File: config.mk
export PLATFORM = sky130hd
export DESIGN_NAME = i3c_target
export DESIGN_NICKNAME = d
export VERILOG_FILES = /design/src/design/i3c_target_pkg.sv /design/src/design/target_addr_match.sv /design/src/design/target_fsm.sv /design/src/design/target_rx_path.sv /design/src/design/target_tx_path.sv /design/src/design/i3c_target.sv
export SDC_FILE = /design/constraint.sdc
export NUM_CORES = 1
export LEC_CHECK = 0
export BUFFER_PORTS_ARGS = -buffer_cell sky130_fd_sc_hd__buf_4
export CORE_AREA = 2 2 92 59
export CTS_CLUSTER_DIAMETER = 100
export DETAILED_ROUTE_END_ITERATION = 8
export DIE_AREA = 0 0 94 61
export PLACE_DENSITY = 0.94
export SLEW_MARGIN = 10
export SYNTH_ARGS = -nofsm -noshare
export SYNTH_HDL_FRONTEND = slang
export SYNTH_SLANG_ARGS = --single-unit
File: constraint.sdc
create_clock -name clk_i -period 6.83 [get_ports clk_i]
set_clock_uncertainty 0.1 [all_clocks]
set_input_delay 1.0245 -clock clk_i [delete_from_list [all_inputs] [get_ports clk_i]]
set_output_delay 1.0245 -clock clk_i [all_outputs]
set_load 0.01 [all_outputs]
File: src/design/i3c_target_pkg.sv
// Shared definitions for the SDR private-transfer I3C target.
// Byte width is fixed at 8 and address width at 7 by the protocol.
// The state type is visible to the RX and TX paths, which decode
// the FSM's current and next state.
package i3c_target_pkg;

  // Width of a target address on the bus
  localparam int unsigned ADDR_W = 7;

  // One byte as sent on SDA
  typedef logic [7:0] byte_t;

  // Target address without the RnW bit
  typedef logic [ADDR_W-1:0] addr_t;

  // Broadcast address 7E with the write bit
  localparam byte_t RSVD_BYTE = 8'hFC;

  // Primary transfer states
  typedef enum logic [7:0] {
    // Wait for START
    IDLE,
    // First byte after START, checked against our addresses
    RX_FBYTE,
    CHECK_FBYTE,
    TX_ACK_FBYTE,
    // Byte after a broadcast ACK; a repeated START means a new address follows
    RX_SBYTE,
    RX_SBYTE_REP,
    CHECK_SBYTE,
    TX_ACK_SBYTE,
    // Private write loop
    RX_PWRITE_DATA,
    RX_PWRITE_TBIT,
    // Private read loop
    TX_PREAD_DATA,
    TX_PREAD_TBIT,
    // Not for us, wait for repeated START or STOP
    WAIT
  } target_state_e;

endpackage

File: src/design/target_addr_match.sv
// Address byte capture and match decode for own, virtual and broadcast.
// A valid dynamic address hides the static one of the same device.
// Match outputs come from the stored byte, so they are valid one cycle
// after the capture strobe.
`timescale 1ns/1ps

module target_addr_match import i3c_target_pkg::*; (
  input  logic  clk_i,
  input  logic  rst_ni,
  input  logic  addr_capture_i,
  input  byte_t bus_rx_data_i,
  input  logic  target_idle_i,
  input  logic  start_any_i,
  input  addr_t target_sta_address_i,
  input  logic  target_sta_address_valid_i,
  input  addr_t target_dyn_address_i,
  input  logic  target_dyn_address_valid_i,
  input  addr_t virtual_sta_address_i,
  input  logic  virtual_sta_address_valid_i,
  input  addr_t virtual_dyn_address_i,
  input  logic  virtual_dyn_address_valid_i,
  output logic  own_match_o,
  output logic  virt_match_o,
  output logic  rsvd_match_o,
  output logic  rnw_o,
  output byte_t last_addr_o,
  output logic  last_addr_valid_o
);

  addr_t addr_q;
  logic  rnw_q;

  // Dynamic address wins whenever it is valid
  function automatic logic addr_hit(addr_t dyn, logic dyn_v, addr_t sta, logic sta_v,
                                    addr_t bus_addr);
    if (dyn_v) begin
      return dyn == bus_addr;
    end
    return sta_v && (sta == bus_addr);
  endfunction

  // Address and RnW, cleared while the FSM idles
  always_ff @(posedge clk_i or negedge rst_ni) begin
    if (!rst_ni) begin
      addr_q <= '0;
      rnw_q  <= 1'b0;
    end else if (addr_capture_i) begin
      addr_q <= bus_rx_data_i[7:1];
      rnw_q  <= bus_rx_data_i[0];
    end else if (target_idle_i) begin
      addr_q <= '0;
      rnw_q  <= 1'b0;
    end
  end

  // Stale on every START until the next address arrives
  always_ff @(posedge clk_i or negedge rst_ni) begin
    if (!rst_ni) begin
      last_addr_valid_o <= 1'b0;
    end else if (start_any_i) begin
      last_addr_valid_o <= 1'b0;
    end else if (addr_capture_i) begin
      last_addr_valid_o <= 1'b1;
    end
  end

  assign own_match_o  = addr_hit(target_dyn_address_i, target_dyn_address_valid_i,
                                 target_sta_address_i, target_sta_address_valid_i, addr_q);
  assign virt_match_o = addr_hit(virtual_dyn_address_i, virtual_dyn_address_valid_i,
                                 virtual_sta_address_i, virtual_sta_address_valid_i, addr_q);
  // Broadcast is only valid as a write
  assign rsvd_match_o = ({addr_q, rnw_q} == RSVD_BYTE);
  assign rnw_o        = rnw_q;
  assign last_addr_o  = {addr_q, rnw_q};

endmodule

File: src/design/target_fsm.sv
// Primary FSM of the target, SDR private transfers only.
// A data byte after a broadcast ACK is not decoded and sends the FSM to WAIT.
// STOP forces IDLE from any state; RX requests are masked during a START.
`timescale 1ns/1ps

module target_fsm import i3c_target_pkg::*; (
  input  logic          clk_i,
  input  logic          rst_ni,
  input  logic          target_enable_i,
  input  logic          start_any_i,
  input  logic          bus_stop_det_i,
  input  logic          bus_rx_done_i,
  input  logic          bus_tx_done_i,
  input  logic          own_match_i,
  input  logic          virt_match_i,
  input  logic          rsvd_match_i,
  input  logic          rnw_i,
  input  logic          tx_desc_avail_i,
  input  logic          tx_fifo_rvalid_i,
  input  logic          tx_last_byte_i,
  input  logic          tx_end_xfer_i,
  input  byte_t         tx_data_i,
  output target_state_e state_q_o,
  output target_state_e state_d_o,
  output logic          bus_rx_req_byte_o,
  output logic          bus_rx_req_bit_o,
  output logic          bus_tx_req_byte_o,
  output logic          bus_tx_req_bit_o,
  output byte_t         bus_tx_req_value_o,
  output logic          addr_capture_o,
  output logic          target_idle_o,
  output logic          target_transmitting_o,
  output logic          event_target_nack_o,
  output logic          virtual_device_sel_o,
  output logic          xfer_in_progress_o
);

  target_state_e state_q, state_d;
  logic          any_match;
  logic          in_wait_q;

  assign any_match = own_match_i | virt_match_i;

  // Bus requests held as levels for the whole state
  always_comb begin
    bus_rx_req_byte_o  = 1'b0;
    bus_rx_req_bit_o   = 1'b0;
    bus_tx_req_byte_o  = 1'b0;
    bus_tx_req_bit_o   = 1'b0;
    // SDA released when nothing is driven
    bus_tx_req_value_o = 8'h01;
    addr_capture_o     = 1'b0;
    case (state_q)
      RX_FBYTE, RX_SBYTE_REP: begin
        bus_rx_req_byte_o = ~start_any_i;
        addr_capture_o    = bus_rx_done_i;
      end
      RX_SBYTE, RX_PWRITE_DATA: bus_rx_req_byte_o = ~start_any_i;
      RX_PWRITE_TBIT:           bus_rx_req_bit_o  = ~start_any_i;
      TX_ACK_FBYTE, TX_ACK_SBYTE: begin
        // ACK is SDA low, carried in bit 0
        bus_tx_req_bit_o   = 1'b1;
        bus_tx_req_value_o = '0;
      end
      TX_PREAD_DATA: begin
        bus_tx_req_byte_o  = 1'b1;
        bus_tx_req_value_o = tx_data_i;
      end
      TX_PREAD_TBIT: begin
        // T-bit low ends the read
        bus_tx_req_bit_o   = 1'b1;
        bus_tx_req_value_o = {7'h00, ~tx_end_xfer_i};
      end
      default: ;
    endcase
  end

  always_comb begin
    state_d = state_q;
    case (state_q)
      IDLE: if (target_enable_i && start_any_i) state_d = RX_FBYTE;
      RX_FBYTE: if (bus_rx_done_i) state_d = CHECK_FBYTE;
      CHECK_FBYTE: state_d = (rsvd_match_i || any_match) ? TX_ACK_FBYTE : WAIT;
      TX_ACK_FBYTE: begin
        if (bus_tx_done_i) begin
          if (rsvd_match_i)   state_d = RX_SBYTE;
          else if (any_match) state_d = rnw_i ? TX_PREAD_DATA : RX_PWRITE_DATA;
          else                state_d = WAIT;
        end
      end
      // After broadcast ACK: SR brings a new address, a data byte is a CCC
      RX_SBYTE: begin
        if (start_any_i)        state_d = RX_SBYTE_REP;
        else if (bus_rx_done_i) state_d = WAIT;
      end
      RX_SBYTE_REP: if (bus_rx_done_i) state_d = CHECK_SBYTE;
      // Reads are only ACKed with a descriptor ready
      CHECK_SBYTE: begin
        state_d = (any_match && (tx_desc_avail_i || !rnw_i)) ? TX_ACK_SBYTE : WAIT;
      end
      TX_ACK_SBYTE: begin
        if (bus_tx_done_i) begin
          if (any_match) state_d = rnw_i ? TX_PREAD_DATA : RX_PWRITE_DATA;
          else           state_d = WAIT;
        end
      end
      RX_PWRITE_DATA: begin
        if (start_any_i)        state_d = RX_FBYTE;
        else if (bus_rx_done_i) state_d = RX_PWRITE_TBIT;
      end
      RX_PWRITE_TBIT: if (bus_rx_done_i) state_d = RX_PWRITE_DATA;
      TX_PREAD_DATA: begin
        if (start_any_i)        state_d = RX_FBYTE;
        else if (bus_tx_done_i) state_d = TX_PREAD_TBIT;
      end
      TX_PREAD_TBIT: begin
        if (start_any_i) begin
          state_d = RX_FBYTE;
        end else if (bus_tx_done_i) begin
          // More data unless the previous T-bit closed the read
          if ((tx_fifo_rvalid_i || tx_last_byte_i) && !tx_end_xfer_i) state_d = TX_PREAD_DATA;
          else state_d = WAIT;
        end
      end
      WAIT: if (start_any_i) state_d = RX_FBYTE;
      default: state_d = IDLE;
    endcase
    if (bus_stop_det_i) state_d = IDLE;
  end

  always_ff @(posedge clk_i or negedge rst_ni) begin
    if (!rst_ni) begin
      state_q   <= IDLE;
      in_wait_q <= 1'b0;
    end else begin
      state_q   <= state_d;
      in_wait_q <= (state_q == WAIT);
    end
  end

  // Selection status is judged in the check states only
  always_ff @(posedge clk_i or negedge rst_ni) begin
    if (!rst_ni) begin
      virtual_device_sel_o <= 1'b0;
      xfer_in_progress_o   <= 1'b0;
    end else begin
      case (state_q)
        IDLE: xfer_in_progress_o <= 1'b0;
        CHECK_FBYTE, CHECK_SBYTE: begin
          xfer_in_progress_o <= any_match;
          if (!rsvd_match_i) virtual_device_sel_o <= virt_match_i;
        end
        default: ;
      endcase
    end
  end

  assign state_q_o             = state_q;
  assign state_d_o             = state_d;
  assign target_idle_o         = (state_q == IDLE);
  assign target_transmitting_o = state_q inside {TX_ACK_FBYTE, TX_ACK_SBYTE,
                                                 TX_PREAD_DATA, TX_PREAD_TBIT};
  // First cycle in WAIT
  assign event_target_nack_o   = (state_q == WAIT) && !in_wait_q;

endmodule

File: src/design/target_rx_path.sv
// Private write data path: byte register, T-bit check and RX FIFO push.
// A parity error blocks every later byte of the transfer until idle.
// A byte whose reception starts while the FIFO is not ready is dropped.
`timescale 1ns/1ps

module target_rx_path import i3c_target_pkg::*; (
  input  logic          clk_i,
  input  logic          rst_ni,
  input  target_state_e state_q_i,
  input  target_state_e state_d_i,
  input  logic          bus_rx_done_i,
  input  logic          bus_rx_req_byte_i,
  input  byte_t         bus_rx_data_i,
  input  logic          rx_fifo_wready_i,
  input  logic          target_idle_i,
  output logic          rx_fifo_wvalid_o,
  output byte_t         rx_fifo_wdata_o,
  output logic          rx_last_byte_o,
  output logic          parity_err_o,
  output logic          rx_overflow_err_o
);

  byte_t last_byte_q;
  logic  parity_bit;
  logic  parity_err_q;
  logic  enter_data;
  logic  ovf_q, ovf_pulse_q;
  logic  wvalid_set;

  // Last full byte seen on the bus
  always_ff @(posedge clk_i) begin
    if (bus_rx_done_i && bus_rx_req_byte_i) last_byte_q <= bus_rx_data_i;
  end

  // Odd parity over byte and T-bit
  assign parity_bit   = ^{last_byte_q, 1'b1};
  assign parity_err_o = (state_q_i == RX_PWRITE_TBIT) && bus_rx_done_i &&
                        (bus_rx_data_i[0] != parity_bit);

  assign enter_data = (state_d_i == RX_PWRITE_DATA) && (state_q_i != RX_PWRITE_DATA);

  always_ff @(posedge clk_i or negedge rst_ni) begin
    if (!rst_ni) begin
      parity_err_q <= 1'b0;
      ovf_q        <= 1'b0;
      ovf_pulse_q  <= 1'b0;
    end else begin
      if (parity_err_o)       parity_err_q <= 1'b1;
      else if (target_idle_i) parity_err_q <= 1'b0;
      // Overflow is judged per byte at its first cycle
      ovf_pulse_q <= enter_data && !rx_fifo_wready_i;
      if (enter_data)         ovf_q <= !rx_fifo_wready_i;
      else if (target_idle_i) ovf_q <= 1'b0;
    end
  end

  // Completed T-bit with no error on this byte or earlier ones
  assign wvalid_set = (state_q_i == RX_PWRITE_TBIT) && (state_d_i != RX_PWRITE_TBIT) &&
                      bus_rx_done_i && !(parity_err_o || parity_err_q || ovf_q);

  always_ff @(posedge clk_i or negedge rst_ni) begin
    if (!rst_ni) begin
      rx_fifo_wvalid_o <= 1'b0;
    end else if (wvalid_set) begin
      rx_fifo_wvalid_o <= 1'b1;
    end else if (rx_fifo_wready_i) begin
      rx_fifo_wvalid_o <= 1'b0;
    end
  end

  assign rx_fifo_wdata_o   = last_byte_q;
  assign rx_overflow_err_o = ovf_pulse_q;
  assign rx_last_byte_o    = (state_q_i == RX_PWRITE_DATA) &&
                             (state_d_i inside {IDLE, RX_FBYTE});

endmodule

File: src/design/target_tx_path.sv
// Private read data path: TX FIFO pop and byte holding for the PHY.
// The FIFO is popped when the FSM is about to enter a data byte;
// rdata must be valid in that cycle.
`timescale 1ns/1ps

module target_tx_path import i3c_target_pkg::*; (
  input  logic          clk_i,
  input  logic          rst_ni,
  input  target_state_e state_q_i,
  input  target_state_e state_d_i,
  input  logic          bus_tx_done_i,
  input  logic          bus_tx_req_bit_i,
  input  byte_t         tx_fifo_rdata_i,
  input  logic          tx_last_byte_i,
  output logic          tx_fifo_rready_o,
  output byte_t         tx_data_o,
  output logic          tx_end_xfer_o
);

  byte_t data_q;
  logic  end_xfer_q;

  // Pop once per data byte
  assign tx_fifo_rready_o = (state_d_i == TX_PREAD_DATA) && (state_q_i != TX_PREAD_DATA);

  always_ff @(posedge clk_i) begin
    if (tx_fifo_rready_o) data_q <= tx_fifo_rdata_i;
  end

  // Last-byte flag sampled at each T-bit, it drives the next T-bit value
  always_ff @(posedge clk_i or negedge rst_ni) begin
    if (!rst_ni) begin
      end_xfer_q <= 1'b0;
    end else if (state_q_i == IDLE) begin
      end_xfer_q <= 1'b0;
    end else if ((state_q_i == TX_PREAD_TBIT) && bus_tx_req_bit_i && bus_tx_done_i) begin
      end_xfer_q <= tx_last_byte_i;
    end
  end

  assign tx_data_o     = data_q;
  assign tx_end_xfer_o = end_xfer_q;

endmodule

File: src/design/i3c_target.sv
// I3C target top, SDR private transfers only.
// Bus PHY handshakes are level requests answered by one-cycle done pulses.
// No CCC, IBI or HDR support.
`timescale 1ns/1ps

module i3c_target import i3c_target_pkg::*; (
  input  logic  clk_i,
  input  logic  rst_ni,
  input  logic  target_enable_i,
  // Bus PHY
  input  logic  bus_start_det_i,
  input  logic  bus_rstart_det_i,
  input  logic  bus_stop_det_i,
  input  logic  bus_rx_done_i,
  input  byte_t bus_rx_data_i,
  input  logic  bus_tx_done_i,
  output logic  bus_rx_req_byte_o,
  output logic  bus_rx_req_bit_o,
  output logic  bus_tx_req_byte_o,
  output logic  bus_tx_req_bit_o,
  output byte_t bus_tx_req_value_o,
  // Addresses
  input  addr_t target_sta_address_i,
  input  logic  target_sta_address_valid_i,
  input  addr_t target_dyn_address_i,
  input  logic  target_dyn_address_valid_i,
  input  addr_t virtual_sta_address_i,
  input  logic  virtual_sta_address_valid_i,
  input  addr_t virtual_dyn_address_i,
  input  logic  virtual_dyn_address_valid_i,
  // FIFOs
  input  logic  tx_desc_avail_i,
  input  logic  tx_fifo_rvalid_i,
  input  byte_t tx_fifo_rdata_i,
  input  logic  tx_last_byte_i,
  input  logic  rx_fifo_wready_i,
  output logic  tx_fifo_rready_o,
  output logic  rx_fifo_wvalid_o,
  output byte_t rx_fifo_wdata_o,
  output logic  rx_last_byte_o,
  // Status
  output logic  target_idle_o,
  output logic  target_transmitting_o,
  output logic  event_target_nack_o,
  output byte_t last_addr_o,
  output logic  last_addr_valid_o,
  output logic  virtual_device_sel_o,
  output logic  xfer_in_progress_o,
  output logic  parity_err_o,
  output logic  rx_overflow_err_o
);

  target_state_e state_q, state_d;
  logic          start_any;
  logic          addr_capture;
  logic          own_match, virt_match, rsvd_match, rnw;
  logic          tx_end_xfer;
  byte_t         tx_data;

  // START and repeated START act the same
  assign start_any = bus_start_det_i | bus_rstart_det_i;

  target_addr_match u_addr_match (
    .clk_i, .rst_ni,
    .addr_capture_i (addr_capture),
    .bus_rx_data_i,
    .target_idle_i  (target_idle_o),
    .start_any_i    (start_any),
    .target_sta_address_i, .target_sta_address_valid_i,
    .target_dyn_address_i, .target_dyn_address_valid_i,
    .virtual_sta_address_i, .virtual_sta_address_valid_i,
    .virtual_dyn_address_i, .virtual_dyn_address_valid_i,
    .own_match_o    (own_match),
    .virt_match_o   (virt_match),
    .rsvd_match_o   (rsvd_match),
    .rnw_o          (rnw),
    .last_addr_o,
    .last_addr_valid_o
  );

  target_fsm u_fsm (
    .clk_i, .rst_ni, .target_enable_i,
    .start_any_i    (start_any),
    .bus_stop_det_i, .bus_rx_done_i, .bus_tx_done_i,
    .own_match_i    (own_match),
    .virt_match_i   (virt_match),
    .rsvd_match_i   (rsvd_match),
    .rnw_i          (rnw),
    .tx_desc_avail_i, .tx_fifo_rvalid_i, .tx_last_byte_i,
    .tx_end_xfer_i  (tx_end_xfer),
    .tx_data_i      (tx_data),
    .state_q_o      (state_q),
    .state_d_o      (state_d),
    .bus_rx_req_byte_o, .bus_rx_req_bit_o,
    .bus_tx_req_byte_o, .bus_tx_req_bit_o, .bus_tx_req_value_o,
    .addr_capture_o (addr_capture),
    .target_idle_o, .target_transmitting_o, .event_target_nack_o,
    .virtual_device_sel_o, .xfer_in_progress_o
  );

  target_rx_path u_rx_path (
    .clk_i, .rst_ni,
    .state_q_i         (state_q),
    .state_d_i         (state_d),
    .bus_rx_done_i,
    .bus_rx_req_byte_i (bus_rx_req_byte_o),
    .bus_rx_data_i, .rx_fifo_wready_i,
    .target_idle_i     (target_idle_o),
    .rx_fifo_wvalid_o, .rx_fifo_wdata_o, .rx_last_byte_o,
    .parity_err_o, .rx_overflow_err_o
  );

  target_tx_path u_tx_path (
    .clk_i, .rst_ni,
    .state_q_i        (state_q),
    .state_d_i        (state_d),
    .bus_tx_done_i,
    .bus_tx_req_bit_i (bus_tx_req_bit_o),
    .tx_fifo_rdata_i, .tx_last_byte_i, .tx_fifo_rready_o,
    .tx_data_o        (tx_data),
    .tx_end_xfer_o    (tx_end_xfer)
  );

endmodule

==> run_results.csv <==
group,metric,value,unit
timing,hold_viol,0,
clock_tree,postCtsSetupBuffers,0,
critical_path,cp_common_cell,"buf_4",
placed_design,dp_hpwl,5420,um
timing,worst_pin_slew,792,ps
yosys,ys_warn_count,0,
timing,fin_setup_tns,0,ps
critical_path,worst_path_dominant_cell_family,"simple AND/OR/NAND/NOR gates",
clock_tree,cts_tree,"done",
floorplanning,core-area,4880,um^2
timing,min_period,4510,ps
pwr,pwr-share-clk,38.7,%
timing,min_period_over_period,66.0,%
grt,grt_use_met3,6.58,%
pwr,ir_drop,0.127,mV
placed_design,port_buffers,98,
grt,grt.met2_usage,35.9,%
critical_path,cp_cell_sequence,"buf_4, or2_1, and3_1, o21ai_1, a21oi_1, a2111oi_0, o31ai_1, or3_1, nor3_1, buf_4, buf_4",
clock_tree,cts_made_buffers,5,
flow_run,cap_violations,0,
critical_path,crit_type,"input pin to output pin",
route,first_pass_iters,5,
timing,setup_viol,0,
timing,rsz0062_at_grt,"false",
yosys,avgSynthCellArea,9.93,um^2
hold_path,hp-class,"flop to flop",
route,totalWireLength,6800,um
floorplanning,std_cell_rows,20,
grt,grt_pass1_vias,2074,
floorplanning,die-height,61,um
pwr,seqPwrFrac,51.1,%
layout,layout_commonest_cell,"buf_4",
timing,fmax,0.222,GHz
grt,grt_pass1_wl,10200,um
status,status,"complete, no violations",
clock_tree,clock-sinks,41,
layout,fin_cells,406,
layout,layout_common_cells,"buf_4, xnor2_1, dfrtp_1, nor2_1, edfxtp_1",
pwr,internal_power,398,uW
timing,drv_slew,0,
clock_tree,clockBufferDepth,2,
route,drt-initial-drc-count,295,
yosys,netlist.area_leader.share,25.6,%
layout,final_nets,399,
clock_tree,hold_buffers,0,
yosys,yosys.area.top_type,"dfrtp_1",
floorplanning,dieArea,5730,um^2
floorplanning,initial_core_util,50.1,%
timing,maxSlewHeadroom,47.0,%
route,vias_per_cell,5.55,
layout,num-fill-cells,393,
clock_tree,worstSkewPairLatency,300,ps
critical_path,path_buf_inv,3,
critical_path,arrival,3380,ps
grt,grtUsageTotal,23.9,%
pwr,switchingPower,110,uW
pwr,p_leak,1.49,nW
layout,num_antenna_cells,0,
clock_tree,ctsResizeCount,0,
grt,grtUsageMet1,34.1,%
pwr,pwr-share-comb,10.1,%
yosys,synthesis.area,2440,um^2
placed_design,placedCellCount,398,
floorplanning,ios,99,
clock_tree,cts_root_buffer,"clkbuf_8",
layout,drive_gt1_share,34.4,%
yosys,ys_seq_elements,41,
route,drc,0,
pwr,powerDensity,154,nW/um^2
route,drt.antenna.violating_nets,0,
pwr,sw_frac_of_total,21.6,%
route,wire_per_inst,16.7,um
yosys,seq_area_frac_synth,45.3,%
clock_tree,clk_pin_slew,90,ps
yosys,synthCells,246,
yosys,synthTopCellsByArea,"dfrtp_1, edfxtp_1, xnor2_1",
critical_path,cp_data_required_time,5710,ps
critical_path,end_kind,"output pin",
route,num_vias,2253,
critical_path,crit_slowest_cell,"a2111oi_0",
placed_design,gp_congestion,0.910,
grt,grt.busiest_layer,"met2",
floorplanning,die_x,94,um
critical_path,startpoint_type,"input pin",
critical_path,critPathMaxStageDelay,450,ps
clock_tree,cts.htree.levels,2,
critical_path,worstPathMaxFanout,9,
layout,synthToLayoutAreaGrowth,35.2,%
yosys,synth_cell_types,51,
grt,grt-ovfl-total,0,
grt,grt_max_degree,26,
grt,grt_antenna_before_repair,0,
timing,hold_ws,409,ps
metal layers:
metal	wire (um)	up-vias	part of all wire, %
li1	-	1043	-
met1	2820	1042	42
met2	3080	153	45
met3	767	15	11
met4	126	0	1.9
met5	0	-	0
Yosys cell counts (all sizes together):
library cell / n
a22o: 9
a31oi: 2
a21boi: 1
or4: 3
nand3b: 1
buf: 12
o22ai: 1
nor3b: 2
or2: 2
dfrtp: 25
mux2: 1
nand2b: 3
a21o: 1
a211o: 2
o21ai: 7
conb: 1
inv: 8
clkbuf: 4
nor2: 21
mux2i: 3
or4b: 1
or3: 4
a21oi: 10
nand3: 5
and3: 3
nand2: 16
a2111oi: 1
nor4b: 1
o2bb2ai: 1
o31ai: 3
xor2: 10
nand4b: 1
o21ba: 1
nor3: 9
and2: 10
a211oi: 1
edfxtp: 16
nand4: 7
nor2b: 4
xnor2: 27
nor4: 6
cell type report:
cell class                      instances  area (um^2)  share of cell area [%]
Timing Repair Buffer                   99          743                    22.5
Clock buffer                            5         68.8                    2.08
Sequential cell                        41         1110                    33.5
Clock inverter                          3         46.3                    1.40
Inverter                                8         30.0                   0.909
Multi-Input combinational cell        184         1230                    37.1
Tap cell                               66         82.6                    2.50
logic make-up (layout without fill, tap and decap cells):
family,after synthesis,in the layout,synth area share [%]
AOI/OAI and AO/OA,40,40,11.3
and+or+nand+nor,99,99,23.3
DFF,41,41,45.3
other,1,4,0.153
muxes,4,4,1.69
xor gates and xnor gates,37,37,13.3
buffers and inverters,24,115,4.97
power groups by stage:
stage	registers, mW	clock network (mW)	logic [mW]
floorplan	0.265	0	0.0149
global placement	0.265	0	0.0492
detailed placement	0.265	0	0.0514
CTS	0.259	0.198	0.0515
global route	0.260	0.208	0.0559
finish	0.259	0.197	0.0514
worst register-to-register path: stages (launching register included):
cell and delay [ps]:
dfrtp_1 690, nor2b_1 490, nand3_1 200, nor3b_1 320, or3_1 190, o21ba_2 170, or3_1 340, nor3_1 140
buf_4 210
per-stage QoR:
stage	total power [mW]	area (um^2)	utilization, %	setup slack [ps]
global route	0.524	3300	67.7	2180
finish	0.507	3300	67.7	2320
CTS	0.509	3300	67.7	2400
floorplan	0.279	2450	-	2440
detailed placement	0.316	3190	65.4	2410
global placement	0.314	3190	65.4	2440
flip-flops by register name, indices dropped and copies added, names as in the netlist, 7 cells and up:
name                       cells
u_addr_match.addr_q            7
u_tx_path.tx_data_o            8
u_fsm.state_q_o                8
u_rx_path.rx_fifo_wdata_o      8
final timing paths:
| check | to | slack, ps | from | depth (start not counted) |
|---|---|---|---|---|
| hold reg to reg | u_rx_path.parity_err_q | 410 | u_rx_path.parity_err_q | 1 |
| hold / removal | u_rx_path.parity_err_q | 410 | u_rx_path.parity_err_q | 1 |
| setup / recovery | tx_fifo_rready_o | 2320 | bus_rstart_det_i | 11 |
| setup reg to reg | u_tx_path.tx_data_o[4] | 3700 | u_fsm.state_q_o[3] | 8 |
| max in group asynchronous | u_fsm.state_q_o[7] | 5850 | rst_ni | 1 |
| min in group asynchronous | u_rx_path.rx_fifo_wvalid_o | 520 | rst_ni | 1 |
Power figures use the tool's default switching activity.
